**src/include/icache_params.svh**
```systemverilog
`ifndef ICACHE_PARAMS_SVH
`define ICACHE_PARAMS_SVH

// cache geometry

`define ICACHE_WAYS 4          // ways per set
`define ICACHE_SETS 64         // sets, one word per line

// byte address split: tag | index | byte offset (ignored)

`define ICACHE_ADDR_BITS 32    // full byte address
`define ICACHE_INDEX_BITS 6    // address bits 7..2
`define ICACHE_TAG_BITS 24     // address bits 31..8

`endif

```
**src/hdl/icache_ctrl_pkg.sv**
```systemverilog
`default_nettype none

package icache_ctrl_pkg;

    typedef enum logic [1:0] {
        REQ_IDLE,       // waiting for cpu_req
        REQ_LOOKUP,     // start sent, waiting for done
        REQ_ACK,        // cpu_ack high until cpu_req drops
        REQ_RELEASE     // one idle cycle after ack falls
    } req_state_t;

    typedef enum logic [1:0] {
        RF_IDLE,
        RF_MEM_REQ,     // mem_req high, waiting for mem_ack
        RF_MEM_RELEASE, // waiting for mem_ack to fall
        RF_DONE
    } refill_state_t;

endpackage

`default_nettype wire

```
**src/hdl/icache_types_pkg.sv**
```systemverilog
`default_nettype none

package icache_types_pkg;

    `include "icache_params.svh"

    typedef logic [`ICACHE_ADDR_BITS-1:0] addr_t;         // byte address
    typedef logic [`ICACHE_TAG_BITS-1:0] tag_t;
    typedef logic [`ICACHE_INDEX_BITS-1:0] index_t;
    typedef logic [31:0] word_t;                           // instruction word
    typedef logic [$clog2(`ICACHE_WAYS)-1:0] way_t;
    typedef logic [1:0] lru_age_t;                         // 0 newest, 3 oldest

    // upper bits above index form the tag
    function automatic tag_t addr_tag(addr_t a);
        return a[`ICACHE_ADDR_BITS-1 -: `ICACHE_TAG_BITS];
    endfunction

    // set index sits just above the two byte offset bits
    function automatic index_t addr_index(addr_t a);
        return a[`ICACHE_INDEX_BITS+1:2];
    endfunction

endpackage

`default_nettype wire

```
**src/hdl/icache_stage_if.sv**
```systemverilog
`timescale 1ns/1ps
`default_nettype none

// request stage <-> lookup stage
interface lookup_if;
    import icache_types_pkg::*;

    logic  start;   // one-cycle pulse, addr held stable
    addr_t addr;
    logic  done;    // one-cycle pulse, data and hit valid with it
    word_t data;
    logic  hit;

    modport front (output start, output addr, input done, input data, input hit);
    modport back (input start, input addr, output done, output data, output hit);
endinterface


`default_nettype wire

```
**src/hdl/icache_req_stage.sv**
```systemverilog
`timescale 1ns/1ps
`default_nettype none

module icache_req_stage (
    input  wire                     clk,
    input  wire                     reset,
    input  wire                     cpu_req,
    input  icache_types_pkg::addr_t cpu_addr,
    output logic                    cpu_ack,
    output icache_types_pkg::word_t cpu_data,
    output logic                    cpu_hit,
    lookup_if.front                 lk
);
    import icache_types_pkg::*;
    import icache_ctrl_pkg::*;

    req_state_t state;
    addr_t      addr_q;     // held for the whole transaction
    logic       start_q;

    assign lk.start = start_q;
    assign lk.addr  = addr_q;

    always_ff @(posedge clk or negedge reset) begin
        if (!reset) begin
            state   <= REQ_IDLE;
            start_q <= 1'b0;
            cpu_ack <= 1'b0;
        end else begin
            start_q <= 1'b0;
            case (state)
                REQ_IDLE: if (cpu_req) begin
                    state   <= REQ_LOOKUP;
                    start_q <= 1'b1;            // single pulse into lookup
                end
                REQ_LOOKUP: if (lk.done) begin
                    state   <= REQ_ACK;
                    cpu_ack <= 1'b1;
                end
                REQ_ACK: if (!cpu_req) begin    // slow cpu simply parks here
                    state   <= REQ_RELEASE;
                    cpu_ack <= 1'b0;
                end
                REQ_RELEASE: state <= REQ_IDLE;
                default:     state <= REQ_IDLE;
            endcase
        end
    end

    always_ff @(posedge clk) begin
        if (state == REQ_IDLE && cpu_req) begin
            addr_q <= cpu_addr;
        end
        if (state == REQ_LOOKUP && lk.done) begin
            cpu_data <= lk.data;    // response held until the next transaction
            cpu_hit  <= lk.hit;
        end
    end

endmodule

`default_nettype wire

```
**src/flat_wrapper.sv**
```systemverilog
// flat-port wrapper written by rule: the top's interface ports become plain ports
module icache_req_stage_flat import icache_types_pkg::*; import icache_ctrl_pkg::*;
  (clk, reset, cpu_req, cpu_addr, cpu_ack, cpu_data, cpu_hit, lk_start, lk_addr, lk_done, lk_data, lk_hit);
  lookup_if lk_i ();
  input  wire clk;
  input  wire reset;
  input  wire cpu_req;
  input  icache_types_pkg::addr_t cpu_addr;
  output logic cpu_ack;
  output icache_types_pkg::word_t cpu_data;
  output logic cpu_hit;
  output wire logic [$bits(lk_i.start)-1:0] lk_start;
  output wire logic [$bits(lk_i.addr)-1:0] lk_addr;
  input wire logic [$bits(lk_i.done)-1:0] lk_done;
  input wire logic [$bits(lk_i.data)-1:0] lk_data;
  input wire logic [$bits(lk_i.hit)-1:0] lk_hit;
  assign lk_start = lk_i.start;
  assign lk_addr = lk_i.addr;
  assign lk_i.done = lk_done;
  assign lk_i.data = lk_data;
  assign lk_i.hit = lk_hit;
  icache_req_stage u_core (.clk(clk), .reset(reset), .cpu_req(cpu_req), .cpu_addr(cpu_addr), .cpu_ack(cpu_ack), .cpu_data(cpu_data), .cpu_hit(cpu_hit), .lk(lk_i));
endmodule
```
**config.mk**
```make
export PLATFORM = sky130hd
export DESIGN_NAME = icache_req_stage_flat
export DESIGN_NICKNAME = d
export VERILOG_FILES = /design/src/hdl/icache_ctrl_pkg.sv /design/src/hdl/icache_types_pkg.sv /design/src/hdl/icache_stage_if.sv /design/src/hdl/icache_req_stage.sv /design/src/flat_wrapper.sv
export VERILOG_INCLUDE_DIRS = /design/src /design/src/include
export SDC_FILE = /design/constraint.sdc
export NUM_CORES = 1
export LEC_CHECK = 0
export ABC_AREA = 1
export BUFFER_PORTS_ARGS = -buffer_cell sky130_fd_sc_hd__clkbuf_2
export CORE_ASPECT_RATIO = 1.5
export CORE_MARGIN = 1
export CORE_UTILIZATION = 38
export CTS_CLUSTER_DIAMETER = 120
export DETAILED_ROUTE_END_ITERATION = 12
export PLACE_DENSITY_LB_ADDON = 0.2
export SETUP_SLACK_MARGIN = 0.15
export SKIP_CTS_REPAIR_TIMING = 1
export SYNTH_ARGS = -nofsm -noshare
export SYNTH_HDL_FRONTEND = slang
export SYNTH_SLANG_ARGS = --single-unit
```
**constraint.sdc**
```tcl
create_clock -name clk -period 1.9 [get_ports clk]
set_input_delay 0.38 -clock clk [delete_from_list [all_inputs] [get_ports clk]]
set_output_delay 0.38 -clock clk [all_outputs]
set_load 0.01 [all_outputs]
```
* Yosys cells after proc, flatten, opt, wreduce, memory -nomap -nowiden
Cells that the tools add are included.
** Storage, ports and cells
- Logic and storage cells :: 27
- Output and inout port bits :: 67
- Register bits :: 69
- Input bits :: 69
** Operators by class
- Eq/ne operators :: 6
- Reduce and logical (&&, ||, !) cells :: 6
- Muxes and demuxes :: 9
** Operators with widths (count)
- 2-bit case mux with 4 select lines :: 1
- 2-bit 2-to-1 mux :: 3
- 2-bit inequality test, second input constant :: 3
- 3-bit AND reduction :: 2
- 2-bit == test, second input constant :: 2
- 1-bit 2-to-1 mux :: 4
- 2-bit by 1-bit == test with 1-bit output, second input constant :: 1
- 1-bit logical AND :: 2
- 2-bit logical NOT :: 1
- 1-bit case mux with 2 select lines :: 1
- 2-bit nonzero test :: 1

* Longest topological paths before layout
- Depth after elaboration :: 3
- Gate-level depth with buffers :: 7
- Depth with buffers taken out :: 7

* Worst setup path before layout
No wires, ideal clock.
- Path kind :: reg-to-reg
- Start :: register u_core.state[1]
- End :: register u_core.cpu_data[0] (enable)
- Clock period less this slack :: 1.832 ns
- Buffers on the path :: 0
- Slack :: 0.068 ns
- Stages on the path, launching flop included :: 5
- Setup time :: 0.388 ns
- Required time :: 1.512 ns
- Data arrival time :: 1.445 ns
- Path through :: dfrtp_1 -> inv_1 -> ha_1 -> nand2_1 -> inv_1
** On the way
- Word-level cells in the longest chain between the ends :: 2
** RTL lines
- from (decl) :: line icache_req_stage.sv:17 : req_state_t state;
- from (signal assigned) :: line icache_req_stage.sv:26 : state <= REQ_IDLE;
- from (signal assigned) :: line icache_req_stage.sv:33 : state <= REQ_LOOKUP;
- from (signal assigned) :: line icache_req_stage.sv:37 : state <= REQ_ACK;
- 2-bit by 1-bit == test with 1-bit output :: line icache_req_stage.sv:54 : if (state == REQ_LOOKUP && lk.done) begin
- 1-bit logical AND :: line icache_req_stage.sv:54
- to (signal assigned) :: line icache_req_stage.sv:55 : cpu_data <= lk.data;
- to (decl) :: line icache_req_stage.sv:10 : output icache_types_pkg::word_t cpu_data,
No other way between the ends.
A chain may end at the register's enable or synchronous reset.

* Final worst setup path
- Start :: register u_core.state[1]
- End :: register u_core.cpu_data[19] (enable)
Same word-level chain as after synthesis.

==> flow_summary.html <==
<table>
<tr><th>Metric</th><th>Value</th></tr>
<tr><th colspan="2">Die</th></tr>
<tr><td>Top-Level Pins</td><td>136</td></tr>
<tr><td>Cell row count</td><td>34</td></tr>
<tr><td>Chip height</td><td>96.7 um</td></tr>
<tr><td>Die ar.</td><td>roughly 6300 um^2</td></tr>
<tr><td>Core region area</td><td>5790 um^2</td></tr>
<tr><td>Initial cell density of the core</td><td>39.2%</td></tr>
<tr><td>Chip width</td><td>65.1 um</td></tr>
<tr><th colspan="2">Power</th></tr>
<tr><td>Maximum resistive drop on vdd</td><td>roughly 640 uV</td></tr>
<tr><td>LEAKAGE</td><td>1.48 nW</td></tr>
<tr><td>PD cells</td><td>1270 nW/um^2</td></tr>
<tr><th colspan="2">Final layout</th></tr>
<tr><td>Most common cell after layout, fill and taps aside</td><td>clkbuf_2</td></tr>
<tr><td>Commonest cells after routing, fill and taps aside</td><td>clkbuf_2 (135), edfxtp_1 (65), nand2_1 (17), clkbuf_8 (9), inv_1 (7)</td></tr>
<tr><td>Nets</td><td>332</td></tr>
<tr><td>Fraction of final layout cells sized beyond drive strength 1</td><td>60.5%</td></tr>
<tr><td>Antenna cells</td><td>0</td></tr>
<tr><td>Syn-to-layout area delta</td><td>45.0%</td></tr>
<tr><td>Fraction of the core area covered by cells at the end of the flow</td><td>56.9%</td></tr>
<tr><th colspan="2">Placement</th></tr>
<tr><td>Half-perimeter wire length after placement</td><td>3220 um</td></tr>
<tr><td>Routability congestion estimate</td><td>~0.75</td></tr>
<tr><td>I/O Buffers</td><td>approximately 140</td></tr>
<tr><th colspan="2">Global route</th></tr>
<tr><td>Met2 Resource Use GR</td><td>22.8%</td></tr>
<tr><td>Overall track demand over capacity in global routing</td><td>14.2%</td></tr>
<tr><td>Maximum number of pins on one net before global-route repair</td><td>34</td></tr>
<tr><td>Initial antenna violation count</td><td>0</td></tr>
<tr><td>Met1 Use GR</td><td>between 10% and 20%</td></tr>
<tr><td>Gr ovfl total</td><td>0</td></tr>
<tr><td>Global routing met3 resource utilization</td><td>7.08%</td></tr>
<tr><td>Global-route wire length before repair</td><td>6340 um</td></tr>
<tr><td>Most congested layer reported by global routing</td><td>met2</td></tr>
<tr><td>Vias in the first global route</td><td>1,397</td></tr>
<tr><th colspan="2">Flow run</th></tr>
<tr><td>Max Cap Violations</td><td>0</td></tr>
<tr><th colspan="2">Synth</th></tr>
<tr><td>Area fraction in and, or, nand and nor cells after synthesis</td><td>around 5.2%</td></tr>
<tr><td>Synthesis-stage register bit count</td><td>69</td></tr>
<tr><td>Register area share after synthesis</td><td>90.4%</td></tr>
<tr><td>XOR/XNOR Fraction of Synth Area</td><td>0%</td></tr>
<tr><td>Compound-cell area share of the yosys netlist</td><td>0%</td></tr>
<tr><td>Post-synthesis mux area share</td><td>0%</td></tr>
<tr><td>Count of different cell masters after synthesis</td><td>11</td></tr>
<tr><td>Mapped Avg Cell Area</td><td>20.8 um^2</td></tr>
<tr><td>Share of synthesized cell area in full adder, half adder and majority cells</td><td>approximately 2.8%</td></tr>
<tr><td>Main combinational cell family by area after synthesis</td><td>simple AND/OR/NAND/NOR gates</td></tr>
<tr><td>Post-Syn Nets</td><td>183</td></tr>
<tr><td>Yosys synthesis warning count</td><td>0</td></tr>
<tr><td>Post-Synthesis Cells</td><td>109</td></tr>
<tr><td>Area of the mapped netlist</td><td>approximately 2300 um^2</td></tr>
<tr><th colspan="2">Clock tree</th></tr>
<tr><td>Clock latency at the later pin of the worst-skew pair</td><td>340 ps</td></tr>
<tr><td>Clock Sink Count</td><td>69</td></tr>
<tr><td>Cell at the root of the clock tree</td><td>clkbuf_8</td></tr>
<tr><td>Clock buffer count from CTS</td><td>9</td></tr>
<tr><td>H-Tree Depth</td><td>3</td></tr>
<tr><td>CTS tree</td><td>built</td></tr>
<tr><td>Maximum clock path buffer count</td><td>2</td></tr>
<tr><td>Clock slew at reported path FFs</td><td>about 80 ps</td></tr>
<tr><th colspan="2">Routing</th></tr>
<tr><td>Average via count per standard cell</td><td>4.33</td></tr>
<tr><td>Drt initial violations</td><td>84</td></tr>
<tr><td>Average wire per standard cell</td><td>approximately 13 um</td></tr>
<tr><td>Drt drc</td><td>0</td></tr>
<tr><td>Number of nets with antenna violations after detailed routing</td><td>0</td></tr>
<tr><td>Detailed Route WL</td><td>approximately 4200 um</td></tr>
<tr><td>Number of optimization iterations in the first detailed-route pass</td><td>4</td></tr>
<tr><td>Routed via count</td><td>1,450</td></tr>
<tr><th colspan="2">STA</th></tr>
<tr><td>Fmax</td><td>674 MHz</td></tr>
<tr><td>Number of pins with negative max-slew slack in the final report</td><td>0</td></tr>
<tr><td>Clock Skew</td><td>around 8.0 ps</td></tr>
<tr><td>Period minus WS final</td><td>1480 ps</td></tr>
<tr><td>Normalized max-slew margin</td><td>87.6%</td></tr>
<tr><td>TNS Setup</td><td>0 ps</td></tr>
<tr><td>Hold Vio Cnt, Final</td><td>0</td></tr>
<tr><td>Final setup vio count</td><td>0</td></tr>
<tr><td>Setup repair after global routing missed its margin</td><td>no</td></tr>
<tr><td>Slew at the pin with the worst max-slew slack</td><td>roughly 190 ps</td></tr>
<tr><td>Hold slack final</td><td>207 ps</td></tr>
<tr><td>Post-route fraction of the period consumed by the critical path</td><td>78.1%</td></tr>
<tr><th colspan="2">Critical path</th></tr>
<tr><td>Critical path launch point type</td><td>flop</td></tr>
<tr><td>Maximum fanout encountered on the critical timing path</td><td>33</td></tr>
<tr><td>Critical Path AT</td><td>1520 ps</td></tr>
<tr><td>Setup Crit Path Kind</td><td>reg2reg</td></tr>
<tr><td>CP Capture Type</td><td>flop</td></tr>
<tr><td>Required time at the worst-slack endpoint</td><td>1930 ps</td></tr>
<tr><th colspan="2">Outcome</th></tr>
<tr><td>Status</td><td>complete, no violations</td></tr>
<tr><th colspan="2">Hold path</th></tr>
<tr><td>Class of the tightest hold or removal check</td><td>in2reg</td></tr>
</table>
-- cell type report --
cell class	count	area (um^2)
clock buffers	9	124
fillers	505	2490
repair buffers	138	726
inverters	10	45.0
flip-flops and latches	69	2050
clock inverters	7	73.8
well taps	72	90.1
multi-input cells	30	180
-- worst paths after layout --
check                      slack (ps)             endpoint            start  cells past startpoint
setup / recovery                  420  u_core.cpu_data[19]  u_core.state[1]                      5
hold / removal                    210  u_core.cpu_data[23]      lk_data[23]                      1
setup reg to reg                  420  u_core.cpu_data[19]  u_core.state[1]                      5
hold reg to reg                   480       u_core.cpu_ack   u_core.cpu_ack                      2
max in group asynchronous        1400      u_core.state[0]            reset                      2
min in group asynchronous         380      u_core.state[1]            reset                      2
-- routing by layer --
metal | up-vias | part of all wire (%)
met5 | - | 0
met4 | 0 | 2.2
met3 | 8 | 13
met2 | 111 | 47
met1 | 640 | 37
li1 | 691 | -
-- sequential cells by signal, summed over array words and instances, names as in the netlist --
register / flops
u_core.state: 2
u_core.cpu_ack: 1
u_core.lk.start: 1
u_core.cpu_data: 32
u_core.lk.addr: 32
u_core.cpu_hit: 1
-- stage by stage --
stage	instances	area, um^2	setup WS [ps]	power, mW
6_report	335	3290	417	4.18
5_1_grt	335	3290	321	4.42
4_1_cts	334	3280	400	4.24
3_5_place_dp	318	3080	416	3.08
3_3_place_gp	318	3080	437	3.06
2_1_floorplan	109	2280	261	2.63
-- power by group --
part	internal, mW	switching (mW)	total [mW]
combinational	0.364	0.553	0.916
clock	0.612	0.550	1.16
sequential	2.02	0.0817	2.11
total	3.00	1.18	4.18
-- Yosys cell counts --
| cell | count | area (um^2) |
|---|---|---|
| edfxtp_1 | 65 | 1950 |
| nand2_1 | 17 | 63.8 |
| inv_1 | 9 | 33.8 |
| ha_1 | 5 | 62.6 |
| dfrtp_1 | 4 | 100 |
| nand3_1 | 4 | 20.0 |
| inv_2 | 1 | 3.75 |
| nand2_2 | 1 | 6.26 |
| nand2_4 | 1 | 11.3 |
| nand3_2 | 1 | 10.0 |
| or2_1 | 1 | 6.26 |
-- logic make-up (layout without fill, tap and decap cells) --
family	after synthesis	in the layout
adders and majority gates	5	5
DFF	69	69
buffers and inverters	10	164
and+or+nand+nor	25	25
-- critical path, cell delays in order (launching register included) --
cell	delay, ps
dfrtp_1	410
inv_1	110
ha_1	260
nand2_1	120
clkinvlp_4	90
buf_12	190
Note: power is estimated with default switching activity, not from simulation.
