--- config.mk ---
export PLATFORM = sky130hd
export DESIGN_NAME = icache_refill_flat
export DESIGN_NICKNAME = d
export VERILOG_FILES = /design/src/hdl/icache_ctrl_pkg.sv /design/src/hdl/icache_types_pkg.sv /design/src/hdl/icache_stage_if.sv /design/src/hdl/icache_refill.sv /design/src/flat_wrapper.sv
export VERILOG_INCLUDE_DIRS = /design/src /design/src/include
export SDC_FILE = /design/constraint.sdc
export NUM_CORES = 1
export LEC_CHECK = 0
export BUFFER_PORTS_ARGS = -buffer_cell sky130_fd_sc_hd__buf_2
export CAP_MARGIN = 20
export CORE_MARGIN = 2
export CORE_UTILIZATION = 38
export DETAILED_ROUTE_END_ITERATION = 10
export HOLD_SLACK_MARGIN = 0.15
export PLACE_DENSITY_LB_ADDON = 0.3
export REMOVE_ABC_BUFFERS = 1
export SKIP_CTS_REPAIR_TIMING = 1
export SLEW_MARGIN = 25
export SYNTH_ARGS = -nofsm -noshare
export SYNTH_HDL_FRONTEND = slang
export SYNTH_SLANG_ARGS = --single-unit
export TNS_END_PERCENT = 10
--- constraint.sdc ---
create_clock -name clk -period 2.05 [get_ports clk]
set_clock_uncertainty 0.05 [all_clocks]
set_input_delay 0.205 -clock clk [delete_from_list [all_inputs] [get_ports clk]]
set_output_delay 0.205 -clock clk [all_outputs]
set_load 0.02 [all_outputs]
--- src/include/icache_params.svh ---
`ifndef ICACHE_PARAMS_SVH
`define ICACHE_PARAMS_SVH

// cache geometry

`define ICACHE_WAYS 4          // ways per set
`define ICACHE_SETS 64         // sets, one word per line

// byte address split: tag | index | byte offset (ignored)

`define ICACHE_ADDR_BITS 32    // full byte address
`define ICACHE_INDEX_BITS 6    // address bits 7..2
`define ICACHE_TAG_BITS 24     // address bits 31..8

`endif

--- src/hdl/icache_ctrl_pkg.sv ---
`default_nettype none

package icache_ctrl_pkg;

    typedef enum logic [1:0] {
        REQ_IDLE,       // waiting for cpu_req
        REQ_LOOKUP,     // start sent, waiting for done
        REQ_ACK,        // cpu_ack high until cpu_req drops
        REQ_RELEASE     // one idle cycle after ack falls
    } req_state_t;

    typedef enum logic [1:0] {
        RF_IDLE,
        RF_MEM_REQ,     // mem_req high, waiting for mem_ack
        RF_MEM_RELEASE, // waiting for mem_ack to fall
        RF_DONE
    } refill_state_t;

endpackage

`default_nettype wire

--- src/hdl/icache_types_pkg.sv ---
`default_nettype none

package icache_types_pkg;

    `include "icache_params.svh"

    typedef logic [`ICACHE_ADDR_BITS-1:0] addr_t;         // byte address
    typedef logic [`ICACHE_TAG_BITS-1:0] tag_t;
    typedef logic [`ICACHE_INDEX_BITS-1:0] index_t;
    typedef logic [31:0] word_t;                           // instruction word
    typedef logic [$clog2(`ICACHE_WAYS)-1:0] way_t;
    typedef logic [1:0] lru_age_t;                         // 0 newest, 3 oldest

    // upper bits above index form the tag
    function automatic tag_t addr_tag(addr_t a);
        return a[`ICACHE_ADDR_BITS-1 -: `ICACHE_TAG_BITS];
    endfunction

    // set index sits just above the two byte offset bits
    function automatic index_t addr_index(addr_t a);
        return a[`ICACHE_INDEX_BITS+1:2];
    endfunction

endpackage

`default_nettype wire

--- src/hdl/icache_stage_if.sv ---
`timescale 1ns/1ps
`default_nettype none


// lookup stage <-> refill stage
interface refill_if;
    import icache_types_pkg::*;

    logic  miss;        // one-cycle pulse
    addr_t miss_addr;
    logic  fill;        // one-cycle pulse carrying fill_data
    word_t fill_data;

    modport cache (output miss, output miss_addr, input fill, input fill_data);
    modport refill (input miss, input miss_addr, output fill, output fill_data);
endinterface

`default_nettype wire

--- src/hdl/icache_refill.sv ---
`timescale 1ns/1ps
`default_nettype none

module icache_refill (
    input  wire                     clk,
    input  wire                     reset,
    refill_if.refill                rf,
    output logic                    mem_req,
    output icache_types_pkg::addr_t mem_addr,
    input  wire                     mem_ack,
    input  icache_types_pkg::word_t mem_data
);
    import icache_types_pkg::*;
    import icache_ctrl_pkg::*;

    refill_state_t state;
    logic          fill_q;
    word_t         fill_data_q;

    assign rf.fill      = fill_q;
    assign rf.fill_data = fill_data_q;

    always_ff @(posedge clk or negedge reset) begin
        if (!reset) begin
            state   <= RF_IDLE;
            mem_req <= 1'b0;
            fill_q  <= 1'b0;
        end else begin
            fill_q <= 1'b0;
            case (state)
                RF_IDLE: if (rf.miss) begin
                    state   <= RF_MEM_REQ;
                    mem_req <= 1'b1;
                end
                RF_MEM_REQ: if (mem_ack) begin      // slow memory holds us here
                    state   <= RF_MEM_RELEASE;
                    mem_req <= 1'b0;
                    fill_q  <= 1'b1;
                end
                RF_MEM_RELEASE: if (!mem_ack) begin
                    state <= RF_DONE;               // ack low, exchange complete
                end
                RF_DONE: state <= RF_IDLE;
                default: state <= RF_IDLE;
            endcase
        end
    end

    always_ff @(posedge clk) begin
        if (state == RF_IDLE && rf.miss) begin
            mem_addr <= rf.miss_addr;   // stable for the whole exchange
        end
        if (state == RF_MEM_REQ && mem_ack) begin
            fill_data_q <= mem_data;
        end
    end

endmodule

`default_nettype wire

--- src/flat_wrapper.sv ---
// flat-port wrapper written by rule: the top's interface ports become plain ports
module icache_refill_flat import icache_types_pkg::*; import icache_ctrl_pkg::*;
  (clk, reset, mem_req, mem_addr, mem_ack, mem_data, rf_miss, rf_miss_addr, rf_fill, rf_fill_data);
  refill_if rf_i ();
  input  wire clk;
  input  wire reset;
  output logic mem_req;
  output icache_types_pkg::addr_t mem_addr;
  input  wire mem_ack;
  input  icache_types_pkg::word_t mem_data;
  input wire logic [$bits(rf_i.miss)-1:0] rf_miss;
  input wire logic [$bits(rf_i.miss_addr)-1:0] rf_miss_addr;
  output wire logic [$bits(rf_i.fill)-1:0] rf_fill;
  output wire logic [$bits(rf_i.fill_data)-1:0] rf_fill_data;
  assign rf_i.miss = rf_miss;
  assign rf_i.miss_addr = rf_miss_addr;
  assign rf_fill = rf_i.fill;
  assign rf_fill_data = rf_i.fill_data;
  icache_refill u_core (.clk(clk), .reset(reset), .rf(rf_i), .mem_req(mem_req), .mem_addr(mem_addr), .mem_ack(mem_ack), .mem_data(mem_data));
endmodule
Word-level counts from Yosys, hierarchy flattened. Cells that the tools add are included.

Input port bits: 68. Memories: 0. RAM bits: 0. Bits in latches: 0. Register bits after elaboration: 68. Output and inout port bits: 66. Bits in read-only memories: 0.

Muxes and demuxes: 9. Add/subtract/negate cells: 0. Equal/unequal tests: 6. Reductions and logical operators: 6. Shift operators: 0. Magnitude comparators: 0. Div/mod/pow operators: 0. $mul: 0. Bitwise operators: 0.

Operators with widths (number): $pmux W2 S4 (1); $mux W2 (3); $ne A2 B2 Y1 const B (3); $reduce_and A3 Y1 (2); $eq A2 B2 Y1 const B (2); $mux W1 (4); $eq A2 B1 Y1 const B (1); $logic_and A1 B1 Y1 (2); $logic_not A2 Y1 (1); $pmux W1 S2 (1); $reduce_bool A2 Y1 (1).

Longest topological paths before layout. Gate-level depths: netlist (run 1).

Depth in word-level cells: 3. Mapped depth: 5.

Worst setup path before layout (run 1). OpenSTA, ideal clock, no wires.

Path type: register -> register. From: register u_core.state[1]. To: register u_core.fill_data_q[0] (netlist: u_core.rf.fill_data[0]), enable pin. Clock period less this slack: 1.922 ns. Buffers on the path: 0. Arrival time: 1.479 ns. Path slack: 0.128 ns. Stages on the path, launching flop included: 4. Cells stage by stage: dfrtp_1 > inv_1 > ha_1 > and2_1.

Word-level cells in the longest chain between the ends: 2.

RTL lines: start: declaration (line icache_refill.sv:16) `refill_state_t state;`; start signal: assignment (line icache_refill.sv:25) `state <= RF_IDLE;`; start signal: assignment (line icache_refill.sv:32) `state <= RF_MEM_REQ;`; start signal: assignment (line icache_refill.sv:36) `state <= RF_MEM_RELEASE;`; $eq A2 B1 Y1 (line icache_refill.sv:53) `if (state == RF_MEM_REQ && mem_ack) begin`; $logic_and A1 B1 Y1 (line icache_refill.sv:53); end signal: assignment (line icache_refill.sv:54) `fill_data_q <= mem_data;`; end: declaration (line icache_refill.sv:18) `word_t fill_data_q;`.

Every way passes these cells. A chain may end at the register's enable or synchronous reset.

Final worst setup path (run 1).
From: register u_core.state[0]. To: register u_core.state[1].

Word-level cells in the longest chain between the ends: 3.

RTL lines: $eq A2 B2 Y1, or another cell as far along (line icache_refill.sv:30) `case (state)`; $ne A2 B2 Y1 (no line); $reduce_and A3 Y1 (no line).

Parallel ways exist; a longest one is shown, timed or not.

==> results of run 1 <==
==> cell type report <==
cell class,instances,area [µm²]
sequential,68,2020
clock inverter,3,37.5
inverter,2,7.51
clock buffer,13,139
tap,72,90.1
multi-input combinational,17,144
fill,401,1700
timing repair buffer,201,1370
==> path summary, 6_finish.rpt <==
kind / startpoint / end / slack [ns] / cells after the start
setup / recovery: u_core.state[0]$_DFFE_PN0P_ / u_core.state[1]$_DFFE_PN0P_ / 0.54 / 5
max in group asynchronous: reset / u_core.mem_req$_DFFE_PN0P_ / 1.64 / 2
hold reg to reg: u_core.mem_req$_DFFE_PN0P_ / u_core.mem_req$_DFFE_PN0P_ / 0.49 / 1
min in group clk: rf_miss / u_core.mem_req$_DFFE_PN0P_ / 0.25 / 4
setup reg to reg: u_core.state[0]$_DFFE_PN0P_ / u_core.state[1]$_DFFE_PN0P_ / 0.54 / 5
hold / removal: reset / u_core.state[1]$_DFFE_PN0P_ / 0.20 / 2
==> cells by family (layout without fill, tap and decap cells) <==
| logic type | count (synthesis) | in the layout | synth area share |
|---|---|---|---|
| flops | 68 | 68 | 0.930 |
| mux | 2 | 2 | 0.0115 |
| fa+ha+maj | 3 | 3 | 0.0173 |
| compound gates | 3 | 3 | 0.00979 |
| buf+inv | 2 | 219 | 0.00346 |
| simple gates | 9 | 9 | 0.0276 |
==> power by group through the flow <==
stage / combinational (mW) / sequential (mW) / clock (mW)
2_1_floorplan: 0.267 / 2.17 / 0
5_1_grt: 1.05 / 1.90 / 1.09
6_report: 0.980 / 1.88 / 0.996
3_5_place_dp: 0.889 / 1.91 / 0
4_1_cts: 0.890 / 1.88 / 1.02
3_3_place_gp: 0.870 / 1.90 / 0
==> placed cells by master, fill, tap and decap left out, drive strengths merged <==
| cell type | n |
|---|---|
| o2bb2ai | 1 |
| ha | 3 |
| dlygate4sd3 | 66 |
| clkinv | 2 |
| dfrtp | 4 |
| mux2i | 1 |
| nor3 | 1 |
| mux2 | 1 |
| bufinv | 1 |
| clkbuf | 13 |
| nand2b | 1 |
| nand3 | 1 |
| and2 | 2 |
| a211oi | 1 |
| nor2 | 1 |
| a21oi | 1 |
| edfxtp | 64 |
| inv | 2 |
| nand2 | 2 |
| or2b | 1 |
| buf | 135 |
==> routing by layer <==
metal  global-route usage  routed length [µm]  vias to the layer above
li1                     -                   -                      761
met1                0.154                1890                      730
met2                0.246                3220                       52
met3               0.0283                 212                       11
met4               0.0810                 111                        0
met5                    0                   0                        -
==> flip-flops by register name, indices dropped and copies added (netlist names) <==
name and cells:
u_core.state 2, u_core.mem_req 1, u_core.rf.fill_data 32, u_core.rf.fill 1, u_core.mem_addr 32
==> stage by stage <==
step           instances  hold slack (ns)
6_report             376            0.195
5_1_grt              376            0.208
4_1_cts              310           -0.375
3_5_place_dp         294          -0.0324
3_3_place_gp         294          -0.0296
2_1_floorplan         87           -0.141
==> synthesized netlist by cell type <==
master | instances | area [µm²]
dfrtp_1 | 4 | 100
nor3_1 | 1 | 5.00
inv_1 | 2 | 7.51
mux2i_1 | 1 | 10.0
nor2_1 | 1 | 3.75
mux2_4 | 1 | 15.0
nand2b_2 | 1 | 8.76
nand3_2 | 1 | 10.0
and2_1 | 1 | 6.26
a21oi_1 | 1 | 5.00
or2b_4 | 1 | 11.3
o2bb2ai_1 | 1 | 8.76
edfxtp_1 | 64 | 1920
and2_2 | 1 | 7.51
a211oi_1 | 1 | 7.51
ha_1 | 3 | 37.5
nand2_1 | 2 | 7.51
==> critical path: cells and delay by family, from the launching register on <==
kind	cells	cell delay (ns)
buffers and inverters	1	0.09
and+or+nand+nor	2	0.36
adders and majority gates	1	0.19
muxes	1	0.30
DFF	1	0.41
==> results.json, run 1 <==
{
  "grt_pass1_vias": 1342,
  "drtPass1Iterations": 4,
  "grt_use_total": 0.139,
  "numPortBuffers": 133,
  "pwr-share-clk": 0.258,
  "fin_ws_ns": 0.538,
  "initial_core_util": 0.395,
  "fmaxAchievable_ghz": 0.661,
  "synth_area_um2": 2170,
  "slew_headroom": 0.871,
  "detailed_place.area_um2": 2970,
  "dieHeight_um": 79.6,
  "clockBufferDepth": 2,
  "via_per_inst": 4.13,
  "finalSetupTns_ns": 0,
  "slowest_delay_ns": 0.41,
  "hold_class": "input pin to asynchronous set/reset pin",
  "antenna_found_initial": 0,
  "wl_per_cell_um": 14.5,
  "grt_pass1_wl_mm": 6.46,
  "powerDensity_nw_per_um2": 1010,
  "leakagePower_nw": 1.62,
  "power_mw": 3.86,
  "slowest_stage": "dfrtp_1",
  "post-route-period-util": 0.738,
  "vias": 1554,
  "yosys_warnings": 0,
  "clk_latency_ns": 0.31,
  "syn_to_final_growth_pct": 75.1,
  "globalplace.congestion": 0.722,
  "htreeDepth": 3,
  "dieArea_um2": 6340,
  "rsz0062_at_grt": "no",
  "path_class": "register to register",
  "p_sw_mw": 1.09,
  "root_buffer": "clkbuf_8",
  "drtAntennaViolNets": 0,
  "io_pins": 134,
  "synth_cells": 87,
  "clk_pin_slew_ns": 0.06,
  "pre_cts_ws_ns": 0.555,
  "ys_seq_area_frac": 0.930,
  "routed_wl_mm": 5.44,
  "swShare": 0.281,
  "drtIter0Drc": 85,
  "crit_arrival_ns": 1.66,
  "setup.worst_path.start_class": "register",
  "critPathCaptureType": "register",
  "combPwrFrac": 0.254,
  "grt_max_degree": 34,
  "post-dp-hpwl_mm": 3.48,
  "drc": 0,
  "cap_violations": 0,
  "rows": 27,
  "vdd_ir_drop_max_v": 0.000821,
  "n_antenna_cell": 0,
  "slew_violations": 0,
  "cts_tree": "built",
  "globalRouteOverflowTotal": 0,
  "core_area_um2": 5510,
  "hold_viol": 0,
  "nNetsFinal": 370,
  "postSynthAreaPerCell_um2": 25.0,
  "ys_ff_latch": 68,
  "layout-drive-gt1-share": 0.493,
  "p_int_mw": 2.77,
  "cp_cell_sequence": "inv_1 > ha_1 > or2b_4 > nand3_2 > mux2_4",
  "final_area_um2": 3810,
  "cp_max_fo": 4,
  "setup_viol": 0,
  "pwr-share-seq": 0.488,
  "required_ns": 2.19,
  "cts_buffers": 9,
  "cts.sinks": 68,
  "yosysUniqueCellTypes": 17,
  "worstMarginPinSlew_ns": 0.192,
  "outcome": "finished, final reports clean",
  "fin_crit_ns": 1.51,
  "final_core_util": 0.691,
  "die_w_um": 79.6
}
Power figures use the tool's default switching activity.
==> run 2, diff against run 1 <==
--- a/config.mk
+++ b/config.mk
@@ -6,6 +6,7 @@
 export SDC_FILE = /design/constraint.sdc
 export NUM_CORES = 1
 export LEC_CHECK = 0
+export ABC_AREA = 1
 export BUFFER_PORTS_ARGS = -buffer_cell sky130_fd_sc_hd__buf_2
 export CAP_MARGIN = 20
 export CORE_MARGIN = 2
==> constraint.sdc (replaced) <==
create_clock -name clk -period 1.3 [get_ports clk]
set_clock_uncertainty 0.05 [all_clocks]
set_input_delay 0.13 -clock clk [delete_from_list [all_inputs] [get_ports clk]]
set_output_delay 0.13 -clock clk [all_outputs]
set_load 0.02 [all_outputs]
==> run 2 against run 1 <==
Effect of this change:
- power is 71% higher
- worst hold slack worse by 0.014 ns
- register-to-register slack worse by 0.53 ns
- combinational power is 120% higher
- clock power is 37% higher
- sequential share of layout area is 2.8 points lower
- first-iteration DRC count is 65% lower
- core utilization is 3.5 points higher
- critical path type unchanged
- largest cell class unchanged
- largest power group unchanged
==> results.json, run 2 <==
{
  "final.fill_count": 352,
  "postSynthAreaPerCell_um2": 21.7,
  "vias": 1721,
  "yosys.area.top_type_share": 0.879,
  "numPortBuffers": 133,
  "yosysTopAreaCell": "edfxtp_1",
  "fmaxAchievable_ghz": 0.775,
  "clockBufferDepth": 2,
  "drtPass1Iterations": 4,
  "ys_seq_area_frac": 0.924,
  "fin_hold_ws_ns": 0.181,
  "clk_latency_ns": 0.32,
  "worstMarginPinSlew_ns": 0.226,
  "critPathCaptureType": "register",
  "synth_cells": 101,
  "drtAntennaViolNets": 0,
  "ys_ff_latch": 68,
  "required_ns": 1.29,
  "grt_pass1_wl_mm": 5.97,
  "wl_per_cell_um": 15.3,
  "final_area_um2": 4020,
  "fin_ws_ns": 0.00922,
  "synth_area_um2": 2190,
  "synth_top_flop_cell": "edfxtp_1",
  "fin_crit_ns": 1.29,
  "slowest_delay_ns": 0.44,
  "clk_pin_slew_ns": 0.06,
  "yosysUniqueCellTypes": 9,
  "detailed_place.area_um2": 3010,
  "setup.worst_path.start_class": "register",
  "slew_violations": 0,
  "powerDensity_nw_per_um2": 1640,
  "synthTopCellsByCount": "edfxtp_1, nand2_1, inv_1",
  "cp_cell_sequence": "inv_2 > ha_4 > nand2_4 > inv_8 > clkbuf_16",
  "hold_viol": 0,
  "crit_arrival_ns": 1.28,
  "hold_class": "input pin to register",
  "dieHeight_um": 79.9,
  "setup_viol": 0,
  "mostFrequentLayoutCells": "buf_2, dlygate4sd3_1, edfxtp_1",
  "rows": 27,
  "slew_headroom": 0.849,
  "antenna_found_initial": 0,
  "post-route-period-util": 0.993,
  "cts_buffers": 9,
  "yosys_warnings": 0,
  "leakagePower_nw": 1.76,
  "yosysMostFrequentCell": "edfxtp_1",
  "syn_to_final_growth_pct": 83.9,
  "slowest_stage": "dfrtp_2",
  "core_area_um2": 5540,
  "cts_tree": "built",
  "synth_edf_count": 64,
  "grt_max_degree": 34,
  "synth-async-reset-ratio": 0.0588,
  "cts.sinks": 68,
  "vdd_ir_drop_max_v": 0.000939,
  "nNetsFinal": 394,
  "drc": 0,
  "dieArea_um2": 6380,
  "post-dp-hpwl_mm": 3.18,
  "grt_use_total": 0.132,
  "initial_core_util": 0.395,
  "synth.area.top_cells": "edfxtp_1, dfrtp_1, nand2_1",
  "layout-drive-gt1-share": 0.538,
  "routed_wl_mm": 6.12,
  "die_w_um": 79.9,
  "io_pins": 134,
  "htreeDepth": 3,
  "cap_violations": 0,
  "root_buffer": "clkbuf_8",
  "grt_pass1_vias": 1323,
  "path_class": "register to register",
  "globalRouteOverflowTotal": 0,
  "via_per_inst": 4.30,
  "cp_max_fo": 8,
  "outcome": "finished, final reports clean",
  "rsz0062_at_grt": "yes",
  "drtIter0Drc": 30,
  "globalplace.congestion": 0.758,
  "pre_cts_ws_ns": -0.0327,
  "final_common_cell": "buf_2"
}
-- run 2: cell count changes after synthesis, moves of 2 or more --
cell	change
nand2_1	+13
inv_1	+6
nand3_1	+3
nand2_2	+2
-- run 2: stage by stage --
step	setup TNS, ns	total power [mW]	instances	utilization
3_3_place_gp	-0.544	4.64	312	0.544
4_1_cts	-2.48	6.03	327	0.572
5_1_grt	-0.676	6.90	399	0.725
3_5_place_dp	-1.83	4.66	312	0.544
2_1_floorplan	-30.89	3.97	101	-
6_report	0	6.59	400	0.726
-- run 2: worst paths after layout --
path,startpoint,to,slack [ns],depth (start not counted)
min in group asynchronous,reset,u_core.rf.fill$_DFF_PN0_,0.66,3
worst min-delay path,mem_ack,u_core.state[1]$_DFFE_PN0P_,0.18,5
max in group asynchronous,reset,u_core.state[0]$_DFFE_PN0P_,0.33,3
worst max-delay path,u_core.state[0]$_DFFE_PN0P_,u_core.mem_addr[20]$_DFFE_PP_,0.009,5
worst min register to register,u_core.mem_req$_DFFE_PN0P_,u_core.mem_req$_DFFE_PN0P_,0.42,2
worst max register to register,u_core.state[0]$_DFFE_PN0P_,u_core.mem_addr[20]$_DFFE_PP_,0.009,5
-- run 2: cell families after synthesis --
| family | after synthesis | share of synthesized area |
|---|---|---|
| flops | 68 | 0.924 |
| fa+ha+maj | 3 | 0.0172 |
| buf+inv | 9 | 0.0154 |
| simple gates | 21 | 0.0429 |
-- run 2: area by class of cell --
class / count / area, µm² / area share
Timing Repair Buffer: 211 / 1520 / 0.378
Antenna cell: 1 / 2.50 / 0.000622
Clock inverter: 6 / 32.5 / 0.00809
Sequential cell: 68 / 2020 / 0.503
Clock buffer: 9 / 124 / 0.0308
Inverter: 9 / 46.3 / 0.0115
Tap cell: 72 / 90.1 / 0.0224
Multi-Input combinational cell: 24 / 184 / 0.0457
-- run 2: routing by layer --
metal / track usage / share of wire / vias up
met1: 0.145 / 0.36 / 776
met3: 0.0690 / 0.12 / 10
met5: 0 / 0 / -
met4: 0.0966 / 0.016 / 0
li1: - / - / 813
met2: 0.195 / 0.49 / 122
-- run 2: worst max-delay path: cells and delay by family (launching register included) --
kind          cells  cell delay, ns
fa+ha+maj         1            0.14
buf+inv           3            0.32
flops             1            0.44
simple gates      1            0.06
-- run 2: power by group --
| part | switching, mW | internal [mW] | total (mW) |
|---|---|---|---|
| logic | 1.22 | 0.956 | 2.18 |
| registers | 0.129 | 2.92 | 3.05 |
| clock network | 0.702 | 0.662 | 1.36 |
| total | 2.05 | 4.54 | 6.59 |
==> run 3, diff against run 2 <==
--- a/config.mk
+++ b/config.mk
@@ -10,7 +10,7 @@
 export BUFFER_PORTS_ARGS = -buffer_cell sky130_fd_sc_hd__buf_2
 export CAP_MARGIN = 20
 export CORE_MARGIN = 2
-export CORE_UTILIZATION = 38
+export CORE_UTILIZATION = 42
 export DETAILED_ROUTE_END_ITERATION = 10
 export HOLD_SLACK_MARGIN = 0.15
 export PLACE_DENSITY_LB_ADDON = 0.3
==> constraint.sdc (replaced) <==
create_clock -name clk -period 1.39 [get_ports clk]
set_clock_uncertainty 0.05 [all_clocks]
set_input_delay 0.139 -clock clk [delete_from_list [all_inputs] [get_ports clk]]
set_output_delay 0.139 -clock clk [all_outputs]
set_load 0.02 [all_outputs]
==> run 3 against run 2 <==
Effect of this change:
- clock power about the same
- global-route usage up 2.0 points
- first-iteration DRC count rose by 87%
- critical path depth unchanged
- combinational power decreased by 12%
- critical path type unchanged
- critical endpoint is now u_core.rf.fill_data[7]$_DFFE_PP_
- largest cell class unchanged
==> results.json, run 3 (same netlist as run 2, synthesis figures left out) <==
{
  "fin_ws_ns": 0.0380,
  "slew_violations": 0,
  "powerDensity_nw_per_um2": 1530,
  "io_pins": 134,
  "setup.worst_path.start_class": "register",
  "drc": 0,
  "cap_violations": 0,
  "vias": 1712,
  "mostFrequentLayoutCells": "buf_2, dlygate4sd3_1, edfxtp_1",
  "power_mw": 6.07,
  "dieArea_um2": 5800,
  "hold_class": "input pin to register",
  "die_w_um": 76.2,
  "worstMarginPinSlew_ns": 0.193,
  "syn_to_final_growth_pct": 81.1,
  "pre_cts_ws_ns": 0.0300,
  "nNetsFinal": 393,
  "htreeDepth": 3,
  "clk_latency_ns": 0.32,
  "drtAntennaViolNets": 0,
  "routed_wl_mm": 5.91,
  "cp_max_fo": 8,
  "cts.sinks": 68,
  "path_class": "register to register",
  "grt_max_degree": 34,
  "clk_pin_slew_ns": 0.07,
  "n_antenna_cell": 0,
  "root_buffer": "clkbuf_8",
  "grt_pass1_wl_mm": 6.44,
  "antenna_found_initial": 0,
  "rows": 26,
  "cts_buffers": 9,
  "required_ns": 1.39,
  "drtIter0Drc": 56,
  "cts_tree": "built",
  "globalplace.congestion": 0.785,
  "clockBufferDepth": 2,
  "dp.cells": 308,
  "wl_per_cell_um": 14.9,
  "fmaxAchievable_ghz": 0.740,
  "outcome": "finished, final reports clean",
  "initial_core_util": 0.431,
  "globalRouteOverflowTotal": 0,
  "post-dp-hpwl_mm": 3.16,
  "grt_pass1_vias": 1343,
  "core_area_um2": 5070,
  "final_common_cell": "buf_2",
  "hold_viol": 0,
  "final_core_util": 0.781,
  "layout-drive-gt1-share": 0.514,
  "numPortBuffers": 133,
  "setup_viol": 0,
  "grt_use_total": 0.152,
  "instances_no_fill": 397,
  "fin_crit_ns": 1.35,
  "critPathCaptureType": "register",
  "vdd_ir_drop_max_v": 0.000931,
  "drtPass1Iterations": 4,
  "leakagePower_nw": 1.73,
  "dieHeight_um": 76.2,
  "crit_arrival_ns": 1.35,
  "via_per_inst": 4.31,
  "slew_headroom": 0.871,
  "post-route-period-util": 0.973
}
==> run 3: cell types whose count changed in the layout (fill, tap and decap cells not counted), sizes merged <==
cell      previous run  this run
clkinv               6         4
diode                1         0
clkinvlp             1         2
clkbuf              13        15
buf                141       140
==> run 3: layout make-up <==
type	count	area, µm²
Fill cell	325	1110
Clock buffer	11	131
Multi-Input combinational cell	24	139
Inverter	9	41.3
Clock inverter	5	28.8
Sequential cell	68	2020
Timing Repair Buffer	210	1510
Tap cell	70	87.6
==> run 3: worst max-delay path, stage by stage, from the launching register on <==
cell and delay (ns):
dfrtp_1 0.40, inv_2 0.07, ha_2 0.17, nand2_1 0.09, inv_4 0.12, clkbuf_16 0.17
==> run 3: per-stage QoR <==
step                      hold WS [ns]  TNS, ns  instance area, µm²
after global placement         -0.0993        0                3000
after global routing             0.192   -0.941                3960
after detailed placement       -0.0973        0                3000
after CTS                       -0.459        0                3160
final                            0.179        0                3960
after floorplan                 -0.207   -24.95                2190
==> run 3: where the power goes <==
part	switching, mW	internal [mW]	leakage [nW]
sequential	0.107	2.72	0.644
combinational	1.09	0.819	1.01
clock	0.694	0.635	0.0768
==> run 3: metal layers <==
metal | part of all wire | global-route usage
met4 | 0.036 | 0.104
met1 | 0.37 | 0.167
met5 | 0 | 0
met2 | 0.55 | 0.257
met3 | 0.045 | 0.0427
==> run 3: path summary, 6_finish.rpt <==
check / from / endpoint / slack [ns] / cells past startpoint
hold / removal: mem_ack / u_core.state[1]$_DFFE_PN0P_ / 0.18 / 5
setup reg to reg: u_core.state[1]$_DFFE_PN0P_ / u_core.rf.fill_data[7]$_DFFE_PP_ / 0.04 / 5
setup / recovery: u_core.state[1]$_DFFE_PN0P_ / u_core.rf.fill_data[7]$_DFFE_PP_ / 0.04 / 5
max in group asynchronous: reset / u_core.state[1]$_DFFE_PN0P_ / 0.47 / 3
hold reg to reg: u_core.mem_req$_DFFE_PN0P_ / u_core.mem_req$_DFFE_PN0P_ / 0.42 / 2
min in group asynchronous: reset / u_core.mem_req$_DFFE_PN0P_ / 0.65 / 3
